===== config.mk =====
export PLATFORM = sky130hd
export DESIGN_NAME = cpu8Top
export DESIGN_NICKNAME = d
export VERILOG_FILES = /design/src/hw/cpu8Pkg.sv /design/src/hw/aluExecute.sv /design/src/hw/cpu8Top.sv /design/src/hw/instrDecode.sv /design/src/hw/pipeStage.sv /design/src/hw/resultWriter.sv
export VERILOG_INCLUDE_DIRS = /design/src /design/src/hw
export SDC_FILE = /design/constraint.sdc
export NUM_CORES = 1
export LEC_CHECK = 0
export BUFFER_PORTS_ARGS = -buffer_cell sky130_fd_sc_hd__buf_2
export CORE_ASPECT_RATIO = 1.25
export CORE_MARGIN = 4
export CORE_UTILIZATION = 35
export CTS_CLUSTER_SIZE = 30
export DETAILED_ROUTE_END_ITERATION = 7
export PLACE_DENSITY_LB_ADDON = 0.1
export SYNTH_ARGS = -nofsm -noshare
export SYNTH_HDL_FRONTEND = slang
export SYNTH_SLANG_ARGS = --single-unit

===== constraint.sdc =====
create_clock -name clock -period 12.16 [get_ports clock]
set_clock_uncertainty 0.05 [all_clocks]
set_input_delay 0.608 -clock clock [delete_from_list [all_inputs] [get_ports clock]]
set_output_delay 0.608 -clock clock [all_outputs]
set_load 0.02 [all_outputs]

===== src/hw/cpu8_settings.svh =====
`ifndef CPU8_SETTINGS_SVH
`define CPU8_SETTINGS_SVH

`define CPU8_DATA_WIDTH     8         // Operand and result width
`define CPU8_AXI_ADDR_WIDTH 32        // AXI4-Lite address width
`define CPU8_AXI_DATA_WIDTH 32        // AXI4-Lite data width

// Address of answer slot 0, slots are 4 bytes apart
`define CPU8_ANSWER_BASE    32'h1000

// Opcodes the decoder treats specially
`define CPU8_OP_END 8'h00             // Stop fetching
`define CPU8_OP_INC 8'h01             // A + 1
`define CPU8_OP_DEC 8'h02             // A - 1
`define CPU8_OP_NOT 8'h03             // ~A
`define CPU8_OP_JMP 8'h04             // PC += B

// Two-operand opcodes are 8'h10 through 8'hC0 in steps of 8'h10
// add sub mul div mod and or xor nand nor xnor cmp

`endif


===== src/hw/cpu8Pkg.sv =====
`include "cpu8_settings.svh"

package cpu8Pkg;

    typedef enum logic [3:0] {
        aluAdd  = 4'h0,
        aluSub  = 4'h1,
        aluMul  = 4'h2,
        aluDiv  = 4'h3,
        aluMod  = 4'h4,
        aluCmp  = 4'h5,
        aluAnd  = 4'h6,
        aluOr   = 4'h7,
        aluNot  = 4'h8,
        aluXor  = 4'h9,
        aluNand = 4'hA,
        aluNor  = 4'hB,
        aluXnor = 4'hC
    } aluOpE;

    // Flags as written to bits 12:8 of an answer word
    typedef struct packed {
        logic sign;                              // Result MSB
        logic carry;                             // Add carry out, sub borrow
        logic zero;                              // Result is zero
        logic parity;                            // XOR of result bits
        logic overflow;                          // Signed/mul overflow, cmp equality
    } flagsT;

    typedef struct packed {
        aluOpE                       aluOp;
        logic [`CPU8_DATA_WIDTH-1:0] operandA;
        logic [`CPU8_DATA_WIDTH-1:0] operandB;
    } execOpT;

    typedef struct packed {
        logic [`CPU8_DATA_WIDTH-1:0] value;
        flagsT                       flags;
    } execResultT;

    typedef struct packed {
        logic                            arValid;
        logic [`CPU8_AXI_ADDR_WIDTH-1:0] arAddr;
        logic                            rReady;
    } axiReadOutT;

    typedef struct packed {
        logic                            arReady;
        logic                            rValid;
        logic [`CPU8_AXI_DATA_WIDTH-1:0] rData;
        logic [1:0]                      rResp;
    } axiReadInT;

    typedef struct packed {
        logic                              awValid;
        logic [`CPU8_AXI_ADDR_WIDTH-1:0]   awAddr;
        logic                              wValid;
        logic [`CPU8_AXI_DATA_WIDTH-1:0]   wData;
        logic [`CPU8_AXI_DATA_WIDTH/8-1:0] wStrb;
        logic                              bReady;
    } axiWriteOutT;

    typedef struct packed {
        logic       awReady;
        logic       wReady;
        logic       bValid;
        logic [1:0] bResp;
    } axiWriteInT;

endpackage


===== src/hw/aluExecute.sv =====
`timescale 1ns/1ps
`include "cpu8_settings.svh"

module aluExecute (
    input  logic                opValid,
    output logic                opReady,
    input  cpu8Pkg::execOpT     op,
    output logic                resValid,
    input  logic                resReady,
    output cpu8Pkg::execResultT res
);
    localparam int DataW = `CPU8_DATA_WIDTH;
    localparam int Msb   = DataW - 1;

    logic [DataW-1:0]   a;
    logic [DataW-1:0]   b;
    logic [DataW:0]     sum;                     // Carry in the top bit
    logic [DataW-1:0]   diff;
    logic [2*DataW-1:0] prod;
    logic               divByZero;
    logic               divOp;
    logic               signOp;
    logic [DataW-1:0]   value;
    cpu8Pkg::flagsT     flags;

    assign a         = op.operandA;
    assign b         = op.operandB;
    assign sum       = {1'b0, a} + {1'b0, b};
    assign diff      = a - b;
    assign prod      = a * b;                    // Full 16-bit product
    assign divByZero = (b == '0);
    assign divOp     = (op.aluOp == cpu8Pkg::aluDiv) || (op.aluOp == cpu8Pkg::aluMod);
    // Sign only for add, sub and the logic ops
    assign signOp    = !divOp && (op.aluOp != cpu8Pkg::aluMul) &&
                       (op.aluOp != cpu8Pkg::aluCmp);

    always_comb begin
        value = '0;
        flags = '0;
        case (op.aluOp)
            cpu8Pkg::aluAdd: begin
                value          = sum[DataW-1:0];
                flags.carry    = sum[DataW];
                flags.overflow = (a[Msb] == b[Msb]) && (value[Msb] != a[Msb]);
            end
            cpu8Pkg::aluSub: begin
                value          = diff;
                flags.carry    = (a < b);        // Borrow
                flags.overflow = (a[Msb] != b[Msb]) && (value[Msb] != a[Msb]);
            end
            cpu8Pkg::aluMul: begin
                value          = prod[DataW-1:0];
                flags.overflow = |prod[2*DataW-1:DataW];
            end
            cpu8Pkg::aluDiv:  value = divByZero ? '1 : a / b;
            cpu8Pkg::aluMod:  value = divByZero ? '1 : a % b;
            cpu8Pkg::aluCmp:  flags.overflow = (a == b); // Value stays 0
            cpu8Pkg::aluAnd:  value = a & b;
            cpu8Pkg::aluOr:   value = a | b;
            cpu8Pkg::aluNot:  value = ~a;
            cpu8Pkg::aluXor:  value = a ^ b;
            cpu8Pkg::aluNand: value = ~(a & b);
            cpu8Pkg::aluNor:  value = ~(a | b);
            cpu8Pkg::aluXnor: value = ~(a ^ b);
            default: begin
            end
        endcase
        if (op.aluOp != cpu8Pkg::aluCmp) begin
            flags.zero   = (value == '0);
            flags.parity = ^value;
        end
        if (signOp) begin
            flags.sign = value[Msb];
        end
        if (divOp && divByZero) begin
            flags = '1;                          // Error result, every flag set
        end
    end

    assign res.value = value;
    assign res.flags = flags;
    assign resValid  = opValid;                  // Handshake passes straight through
    assign opReady   = resReady;
endmodule


===== src/hw/cpu8Top.sv =====
`timescale 1ns/1ps

module cpu8Top (
    input  logic                 clock,
    input  logic                 reset,
    output cpu8Pkg::axiReadOutT  readOut,
    input  cpu8Pkg::axiReadInT   readIn,
    output cpu8Pkg::axiWriteOutT writeOut,
    input  cpu8Pkg::axiWriteInT  writeIn,
    output logic                 done
);
    logic                opValid;
    logic                opReady;
    cpu8Pkg::execOpT     op;
    logic                stagedOpValid;
    logic                stagedOpReady;
    cpu8Pkg::execOpT     stagedOp;
    logic                resValid;
    logic                resReady;
    cpu8Pkg::execResultT res;
    logic                stagedResValid;
    logic                stagedResReady;
    cpu8Pkg::execResultT stagedRes;
    logic                halted;
    logic                writerIdle;

    instrDecode u_instrDecode (
        .clock   (clock),
        .reset   (reset),
        .readOut (readOut),
        .readIn  (readIn),
        .opValid (opValid),
        .opReady (opReady),
        .op      (op),
        .halted  (halted)
    );

    pipeStage #(.payloadT(cpu8Pkg::execOpT)) u_opStage (
        .clock    (clock),
        .reset    (reset),
        .inValid  (opValid),
        .inReady  (opReady),
        .inData   (op),
        .outValid (stagedOpValid),
        .outReady (stagedOpReady),
        .outData  (stagedOp)
    );

    aluExecute u_aluExecute (
        .opValid  (stagedOpValid),
        .opReady  (stagedOpReady),
        .op       (stagedOp),
        .resValid (resValid),
        .resReady (resReady),
        .res      (res)
    );

    pipeStage #(.payloadT(cpu8Pkg::execResultT)) u_resStage (
        .clock    (clock),
        .reset    (reset),
        .inValid  (resValid),
        .inReady  (resReady),
        .inData   (res),
        .outValid (stagedResValid),
        .outReady (stagedResReady),
        .outData  (stagedRes)
    );

    resultWriter u_resultWriter (
        .clock    (clock),
        .reset    (reset),
        .resValid (stagedResValid),
        .resReady (stagedResReady),
        .res      (stagedRes),
        .writeOut (writeOut),
        .writeIn  (writeIn),
        .idle     (writerIdle)
    );

    // Stages must be empty too, the writer goes idle between results
    assign done = halted && writerIdle && !stagedOpValid && !stagedResValid;
endmodule


===== src/hw/instrDecode.sv =====
`timescale 1ns/1ps
`include "cpu8_settings.svh"

module instrDecode (
    input  logic                clock,
    input  logic                reset,
    output cpu8Pkg::axiReadOutT readOut,
    input  cpu8Pkg::axiReadInT  readIn,
    output logic                opValid,
    input  logic                opReady,
    output cpu8Pkg::execOpT     op,
    output logic                halted
);
    localparam int AddrW = `CPU8_AXI_ADDR_WIDTH;
    localparam int DataW = `CPU8_DATA_WIDTH;

    typedef enum logic [2:0] {
        stOpcode,                                // Fetch instruction byte
        stOperandA,                              // Fetch first operand
        stOperandB,                              // Fetch second operand or jump length
        stIssue,                                 // Hold op until the stage takes it
        stHalted                                 // End opcode seen
    } stateE;

    stateE            state;
    logic             arValidQ;                  // AR phase of the current byte
    logic             rReadyQ;                   // R phase of the current byte
    logic [AddrW-1:0] pc;
    logic [DataW-1:0] opcodeQ;
    logic [DataW-1:0] operandAQ;
    logic [DataW-1:0] operandBQ;
    cpu8Pkg::aluOpE   aluOpQ;
    logic [DataW-1:0] fetchByte;
    logic             fetching;
    logic             byteDone;
    logic             unary;
    logic             opKnown;
    cpu8Pkg::aluOpE   byteOp;

    assign fetching  = (state == stOpcode) || (state == stOperandA) ||
                       (state == stOperandB);
    assign fetchByte = readIn.rData[DataW-1:0];  // Program byte sits in lane 0
    assign byteDone  = rReadyQ && readIn.rValid;
    assign unary     = (opcodeQ == `CPU8_OP_INC) || (opcodeQ == `CPU8_OP_DEC) ||
                       (opcodeQ == `CPU8_OP_NOT);

    // Opcode byte to ALU operation
    always_comb begin
        byteOp  = cpu8Pkg::aluAdd;
        opKnown = 1'b1;
        case (fetchByte)
            `CPU8_OP_INC: byteOp = cpu8Pkg::aluAdd;
            `CPU8_OP_DEC: byteOp = cpu8Pkg::aluSub;
            `CPU8_OP_NOT: byteOp = cpu8Pkg::aluNot;
            8'h10:        byteOp = cpu8Pkg::aluAdd;
            8'h20:        byteOp = cpu8Pkg::aluSub;
            8'h30:        byteOp = cpu8Pkg::aluMul;
            8'h40:        byteOp = cpu8Pkg::aluDiv;
            8'h50:        byteOp = cpu8Pkg::aluMod;
            8'h60:        byteOp = cpu8Pkg::aluAnd;
            8'h70:        byteOp = cpu8Pkg::aluOr;
            8'h80:        byteOp = cpu8Pkg::aluXor;
            8'h90:        byteOp = cpu8Pkg::aluNand;
            8'hA0:        byteOp = cpu8Pkg::aluNor;
            8'hB0:        byteOp = cpu8Pkg::aluXnor;
            8'hC0:        byteOp = cpu8Pkg::aluCmp;
            default:      opKnown = 1'b0;        // End, jump and unknown bytes
        endcase
    end

    always_ff @(posedge clock or negedge reset) begin
        if (!reset) begin
            state    <= stOpcode;
            arValidQ <= 1'b0;
            rReadyQ  <= 1'b0;
            pc       <= '0;
            opcodeQ  <= '0;
        end else begin
            if (fetching && !arValidQ && !rReadyQ) begin
                arValidQ <= 1'b1;                // Launch read at PC
            end
            if (arValidQ && readIn.arReady) begin
                arValidQ <= 1'b0;
                rReadyQ  <= 1'b1;
            end
            if (byteDone) begin
                rReadyQ <= 1'b0;
                pc      <= pc + 1'b1;
                case (state)
                    stOpcode: begin
                        opcodeQ <= fetchByte;
                        if (fetchByte == `CPU8_OP_END) begin
                            state <= stHalted;
                        end else if (fetchByte == `CPU8_OP_JMP) begin
                            state <= stOperandB; // Jump length only
                        end else if (opKnown) begin
                            state <= stOperandA;
                        end                      // Unknown byte skipped
                    end
                    stOperandA: begin
                        state <= unary ? stIssue : stOperandB;
                    end
                    stOperandB: begin
                        if (opcodeQ == `CPU8_OP_JMP) begin
                            // Relative to the byte after the length
                            pc    <= pc + AddrW'(fetchByte) + 1'b1;
                            state <= stOpcode;
                        end else begin
                            state <= stIssue;
                        end
                    end
                    default: begin
                    end
                endcase
            end
            if ((state == stIssue) && opReady) begin
                state <= stOpcode;
            end
        end
    end

    // Operation fields
    always_ff @(posedge clock) begin
        if (byteDone) begin
            case (state)
                stOpcode: aluOpQ <= byteOp;
                stOperandA: begin
                    operandAQ <= fetchByte;
                    // Inc and dec use 1, NOT ignores B
                    operandBQ <= (opcodeQ == `CPU8_OP_NOT) ? DataW'(0) : DataW'(1);
                end
                stOperandB: operandBQ <= fetchByte;
                default: begin
                end
            endcase
        end
    end

    assign readOut.arValid = arValidQ;
    assign readOut.arAddr  = pc;                 // Stable until R completes
    assign readOut.rReady  = rReadyQ;

    assign opValid     = (state == stIssue);
    assign op.aluOp    = aluOpQ;
    assign op.operandA = operandAQ;
    assign op.operandB = operandBQ;
    assign halted      = (state == stHalted);
endmodule


===== src/hw/pipeStage.sv =====
`timescale 1ns/1ps

module pipeStage #(
    parameter type payloadT = logic
) (
    input  logic    clock,
    input  logic    reset,
    input  logic    inValid,
    output logic    inReady,
    input  payloadT inData,
    output logic    outValid,
    input  logic    outReady,
    output payloadT outData
);
    logic    full;                               // Entry holds a payload
    payloadT dataQ;

    assign inReady  = !full || outReady;         // Empty, or draining this cycle
    assign outValid = full;
    assign outData  = dataQ;

    always_ff @(posedge clock or negedge reset) begin
        if (!reset) begin
            full <= 1'b0;
        end else if (inValid && inReady) begin
            full <= 1'b1;                        // Refill wins over drain
        end else if (outReady) begin
            full <= 1'b0;
        end
    end

    always_ff @(posedge clock) begin
        if (inValid && inReady) begin
            dataQ <= inData;
        end
    end
endmodule


===== src/hw/resultWriter.sv =====
`timescale 1ns/1ps
`include "cpu8_settings.svh"

module resultWriter (
    input  logic                 clock,
    input  logic                 reset,
    input  logic                 resValid,
    output logic                 resReady,
    input  cpu8Pkg::execResultT  res,
    output cpu8Pkg::axiWriteOutT writeOut,
    input  cpu8Pkg::axiWriteInT  writeIn,
    output logic                 idle
);
    localparam int AddrW = `CPU8_AXI_ADDR_WIDTH;
    localparam int BusW  = `CPU8_AXI_DATA_WIDTH;
    localparam int ValW  = `CPU8_DATA_WIDTH;
    localparam int FlagW = $bits(cpu8Pkg::flagsT);

    logic                awValidQ;
    logic                wValidQ;
    logic                bReadyQ;
    logic                awLeft;                 // AW still open after this edge
    logic                wLeft;                  // W still open after this edge
    logic [AddrW-3:0]    answerIdx;              // Slot counter, word granular
    cpu8Pkg::execResultT resQ;

    assign idle     = !(awValidQ || wValidQ || bReadyQ);
    assign resReady = idle;                      // One write at a time
    assign awLeft   = awValidQ && !writeIn.awReady;
    assign wLeft    = wValidQ && !writeIn.wReady;

    always_ff @(posedge clock or negedge reset) begin
        if (!reset) begin
            awValidQ  <= 1'b0;
            wValidQ   <= 1'b0;
            bReadyQ   <= 1'b0;
            answerIdx <= '0;
        end else if (resValid && resReady) begin
            awValidQ <= 1'b1;                    // AW and W rise together
            wValidQ  <= 1'b1;
        end else begin
            awValidQ <= awLeft;
            wValidQ  <= wLeft;
            if ((awValidQ || wValidQ) && !awLeft && !wLeft) begin
                bReadyQ <= 1'b1;                 // Both halves accepted
            end
            if (bReadyQ && writeIn.bValid) begin
                bReadyQ   <= 1'b0;
                answerIdx <= answerIdx + 1'b1;
            end
        end
    end

    always_ff @(posedge clock) begin
        if (resValid && resReady) begin
            resQ <= res;
        end
    end

    assign writeOut.awValid = awValidQ;
    assign writeOut.awAddr  = `CPU8_ANSWER_BASE + {answerIdx, 2'b00};
    assign writeOut.wValid  = wValidQ;
    // Value in 7:0, flags in 12:8
    assign writeOut.wData   = {{(BusW - FlagW - ValW){1'b0}}, resQ.flags, resQ.value};
    assign writeOut.wStrb   = '1;
    assign writeOut.bReady  = bReadyQ;
endmodule


## Word level (Yosys, flattened, before mapping)

Index checks and enable logic that the tools add are counted.

- $add $sub $neg: 7
- $mul: 1
- Divide/modulo/power cells: 2
- Magnitude comparators: 1
- Equal/unequal tests: 45
- Muxes and demuxes: 33
- Bitwise gates (word level): 8
- Reduce and logical (&&, ||, !) cells: 61

Operators by type and width:

| operator | number |
|---|---|
| case mux 8 bit (12 select lines) | 1 |
| adder 32 x 1 -> 32 bit (second input constant) | 2 |
| two-way mux 32 bit | 2 |
| case mux 4 bit (12 select lines) | 1 |
| == test 8 bit (second input constant) | 5 |
| adder 13 x 32 -> 32 bit (first input constant) | 1 |
| adder 32 x 8 -> 32 bit | 1 |
| == test 8 x 2 -> 1 bit (second input constant) | 4 |
| == test 8 x 7 -> 1 bit (second input constant) | 4 |
| inverter 8 bit | 4 |
| adder 30 x 1 -> 30 bit (second input constant) | 1 |
| logical NOT 8 bit | 3 |
| == test 4 bit (second input constant) | 5 |
| logical AND 1 bit | 20 |
| == test 4 x 3 -> 1 bit (second input constant) | 4 |
| == test 8 x 1 -> 1 bit (second input constant) | 2 |
| == test 8 x 3 -> 1 bit (second input constant) | 2 |
| == test 8 x 6 -> 1 bit (second input constant) | 2 |
| multiplier 8 x 8 -> 16 bit | 1 |
| two-way mux 1 bit | 16 |
| two-way mux 8 bit | 2 |
| case mux 8 bit (2 select lines) | 1 |
| two-way mux 3 bit | 5 |
| OR reduction 15 bit | 1 |
| other kinds (37) | 68 |

- Register bits: 146
- Input port bits: 43
- Logic and storage cells: 187

## Depth between registers and ports, before layout

- Word-level depth: 9
- Depth in mapped cells: 54
- Mapped depth without buffers: 53

## Cells and area by module

A second synthesis with hierarchy kept.

- Cells, all modules: 1398
- Area total of the unflattened synthesis: 13095.1 um2

By module, submodules not included:

| module | instances | cells each | area each (um2) | sequential area each (um2) |
|---|---|---|---|---|
| aluExecute | 1 | 785 | 5900.7 | 0.0 |
| instrDecode | 1 | 345 | 3659.8 | 1726.7 |
| resultWriter | 1 | 226 | 2423.6 | 1216.2 |
| pipeStage (u_opStage) | 1 | 24 | 654.4 | 625.6 |
| pipeStage (u_resStage) | 1 | 17 | 444.2 | 415.4 |
| cpu8Top | 1 | 1 | 12.5 | 0.0 |

## Worst setup path before layout

OpenSTA, ideal clock, no wires.

- Path kind: reg2reg
- From: reg u_opStage.dataQ (netlist bit u_opStage.outData[6])
- To: reg u_resStage.dataQ (netlist bit u_resStage.outData[1]), data pin
- Setup time: 0.263 ns
- Arrival: 11.479 ns
- Data required time: 11.847 ns
- Path slack: 0.368 ns
- Cell stages (with the launch flop): 51
- Path buffers: 1
- Path through: edfxtp_1 > nor4_1 > nand2_1 > nor2_1 > a21oi_1 > a21oi_1 > ha_1 > nor4b_1 > o311ai_0 > and3_1 > ha_1 > o211ai_1 > a211oi_4 > mux2i_1 > ha_1 > o211a_1 > o21a_1 > o21ai_1 > [... 15 more ...] > a2111oi_0 > o21a_1 > o21ai_0 > clkbuf_1 > nand2_1 > o21ai_0 > fa_1 > a211oi_1 > o21bai_1 > a21o_1 > o41ai_2 > nand2_1 > a2111oi_2 > or2_1 > ha_1 > xnor2_1 > xnor2_1 > o21ai_0

- Word-level cells in the longest chain between the ends: 5

RTL lines:

| what | RTL line | source |
|---|---|---|
| from (decl) | pipeStage.sv:16 | `payloadT dataQ;` |
| from (signal assigned) | pipeStage.sv:34 | `dataQ <= inData;` |
| modulo 8 x 8 -> 8 bit (tied with other cells) | aluExecute.sv:56 | `cpu8Pkg::aluMod: value = divByZero ? '1 : a % b;` |
| two-way mux 8 bit (tied with other cells) | aluExecute.sv:56 |  |
| case mux 8 bit (12 select lines) | aluExecute.sv:40 | `case (op.aluOp)` |
| XOR reduction 8 bit | aluExecute.sv:70 | `flags.parity = ^value;` |
| two-way mux 2 bit | aluExecute.sv:68 | `if (op.aluOp != cpu8Pkg::aluCmp) begin` |
| to (signal assigned) | pipeStage.sv:34 |  |
| to (decl) | pipeStage.sv:16 |  |

Several ways; a longest one is shown, not always the timed one.
A chain may end at the register's enable or synchronous reset.

## Worst setup path in the final report

- From: reg u_opStage.dataQ (netlist bit u_opStage.outData[4])
- To: reg u_resStage.dataQ (netlist bit u_resStage.outData[1]), data pin

The elaborated chain is that of the path after synthesis.

==> impl_metrics.toml <==
[synth]
ys_ff_latch = 146
synth_async_sr_flop_share_pct = 54.8
syn_area_mm2 = 0.0125
seq_area_frac_synth_pct = 31.8
synth_edf_count = 66
synth_cells = 1392
ys.warnings.count = 0
synth_top_cell_by_area = "dfrtp_1"
syn_area_per_cell_um2 = 8.99
ys_types = 83
ys.flop_type = "dfrtp_1"
yosysTopAreaCellShare_pct = 16.0
synth_area_leaders = "dfrtp_1 16%, edfxtp_1 16%, ha_1 11%"

[critical_path]
cp.required_ps = 12280
cpMostUsedCell = "buf_4"
r2r_end = "u_resStage.outData[1]"
end_kind = "register"
worstSetupPathType = "register to register"
rrSetupSlack_ps = 520
cp-start-kind = "register"
worstPathMaxFanout = 6
arrival_ps = 11760
cp_slowest_cell = "or4_4"
r2r_cells = 54
r2r_start = "u_opStage.outData[4]"
slowest_delay_ps = 500

[pwr]
p_total_w = 0.00116
vdd.ir_drop.worst_v = 0.0000825
powerDensity_mw_per_mm2 = 77.6
power_leakage_nw = 6.76

[global_route]
grt_pass1_vias = 10721
antenna_found_initial = 0
grt_use_total_pct = 18.5
grt_remaining_overflow = 0
grt_pass1_wl_mm = 57.6
grt_max_degree = 45

[floorplan]
initial_core_util_pct = 35.4
die_w_um = 177
die_h_um = 219
dieArea_mm2 = 0.0389
coreArea_mm2 = 0.0354
rows = 77
pin_count = 149

[clock_tree]
clk_pin_slew_ps = 60
cts_buffer_depth = 2
cts_root_buffer = "clkbuf_16"
h-tree-depth = 4
cts_inserted_buffers = 17
cts_tree = "yes"
clk_latency_ps = 430
cts.sink_count = 146

[route]
wirelength_mm = 36.0
vias = 10828
firstDrtPassIters = 5
via_per_inst = 5.30
antenna_left = 0
dr.first_iter.drc_count = 586
route.detailed.drc = 0
wl_per_cell_um = 17.6

[finish]
syn2layout_area_growth_pct = 19.5
nets = 1752
num_antenna_cells = 0
final_layout_size_suffix_gt1_share_pct = 19.9
final_area_mm2 = 0.0150

[sta]
hold_violations = 0
slew_viol_final = 0
tightest_slew_ps = 1120
final.period_utilization_pct = 95.7
setup_viol = 0
min_period_ps = 11640
slew_headroom_pct = 25.2
holdWs_ps = 84.4
fmax_ghz = 0.0859

[placed_design]
place.gp.congestion = 0.944
post_dp_cell_area_mm2 = 0.0140
dp_hpwl_mm = 27.6
port_buffers = 95

[flow_run]
maxCapViolations = 0

[hold_path]
worstHoldPathType = "input pin to async pin"

[outcome]
status = "finished, final reports clean"
[cell type report]
class,count,area [µm²]
timing repair buffer,209,1330
clock inverter,15,146
sequential,146,3980
clock buffer,17,425
fill,3551,20400
multi-input combinational,1077,8080
inverter,104,390
tap,474,593
[how the worst max path moves through the flow]
stage | end | slack [ps] | start | depth (start not counted)
final | u_resStage.outData[1] | 520 | u_opStage.outData[4] | 54
after global routing | u_resStage.outData[1] | -80 | u_opStage.outData[4] | 56
after CTS | u_resStage.outData[1] | 6 | u_opStage.outData[6] | 55
after detailed placement | u_resStage.outData[1] | -270 | u_opStage.outData[6] | 55
after global placement | u_resStage.outData[1] | -230 | u_opStage.outData[6] | 55
after floorplan | u_resStage.outData[1] | 370 | u_opStage.outData[6] | 50
[sequential cells by signal, summed over array words and instances, names as in the netlist, 8 cells and up]
register                  flops
u_instrDecode.pc             32
u_resultWriter.answerIdx     30
u_opStage.outData            20
u_resStage.outData           13
u_resultWriter.writeOut      13
u_instrDecode.opcodeQ         8
u_instrDecode.operandAQ       8
u_instrDecode.operandBQ       8
[cell usage after synthesis, types with 9 or more instances]
cell type	instances
xor2_1	36
mux2i_1	14
a21o_1	18
clkinv_1	9
buf_4	40
o221ai_1	10
fa_1	40
o21ai_0	58
nand2b_1	17
or3_1	13
inv_1	95
ha_1	114
a211oi_1	15
a31oi_1	13
o21a_1	21
dfrtp_1	80
edfxtp_1	66
nand3_1	35
xnor2_1	59
clkbuf_1	46
nand4_1	14
and3_1	12
nand2_1	126
nor2_1	131
nor3_1	44
and2_1	15
nor4_1	23
a21oi_1	72
[where the power goes]
part           switching (W)  internal [W]
Sequential         0.0000182      0.000525
Combinational      0.0000699     0.0000372
Clock               0.000223      0.000287
[routing by layer]
layer,GRT usage [%],share of wire (%)
met1,22.8,42
met2,33.2,51
met3,2.65,3.7
met4,6.09,2.7
met5,0,0
[worst max-delay path: cells and delay by family (launching register included)]
kind | cells | cell delay (ps)
AOI/OAI and AO/OA | 24 | 4720
xor gates and xnor gates | 2 | 290
adders and majority gates | 8 | 1990
buffers and inverters | 6 | 1010
DFF | 1 | 400
muxes | 1 | 390
and+or+nand+nor | 13 | 2510
[kinds of logic after synthesis]
| group | share of synthesized area (%) |
|---|---|
| xor+xnor | 6.65 |
| flops | 31.8 |
| fa+ha+maj | 17.8 |
| compound gates | 17.5 |
| buf+inv | 6.97 |
| other cells | 0.0600 |
| simple gates | 17.9 |
| mux | 1.30 |
[stage by stage]
| stage | TNS [ps] | cells | worst slack (ps) | utilization [%] |
|---|---|---|---|---|
| global route | -76.8 | 2042 | -76.8 | 42.3 |
| floorplan | 0 | 1415 | 368 | - |
| CTS | 0 | 2031 | 6.28 | 41.3 |
| global placement | -230 | 1998 | -230 | 39.5 |
| detailed placement | -271 | 1998 | -271 | 39.5 |
| finish | 0 | 2042 | 521 | 42.3 |
[layout by cell type, fill, tap and decap left out, drive strengths merged, types with 40 or more instances in the layout]
| master | n |
|---|---|
| nor2 | 131 |
| dfrtp | 80 |
| a21oi | 72 |
| nor3 | 44 |
| ha | 114 |
| o21ai | 62 |
| nand2 | 126 |
| fa | 40 |
| edfxtp | 66 |
| inv | 102 |
| buf | 209 |
| xnor2 | 59 |
[what timing repair did]
item | 4_1_cts | 5_1_grt
hold endpoints to repair | 0 | 0
buffers inserted | 1 | 11
pin swaps | 4 | 25
endpoints found under the setup margin | 2 | 7
resized for setup | 11 | 55
hold buffers | 0 | 0
Note: power is estimated with default switching activity, not from simulation.
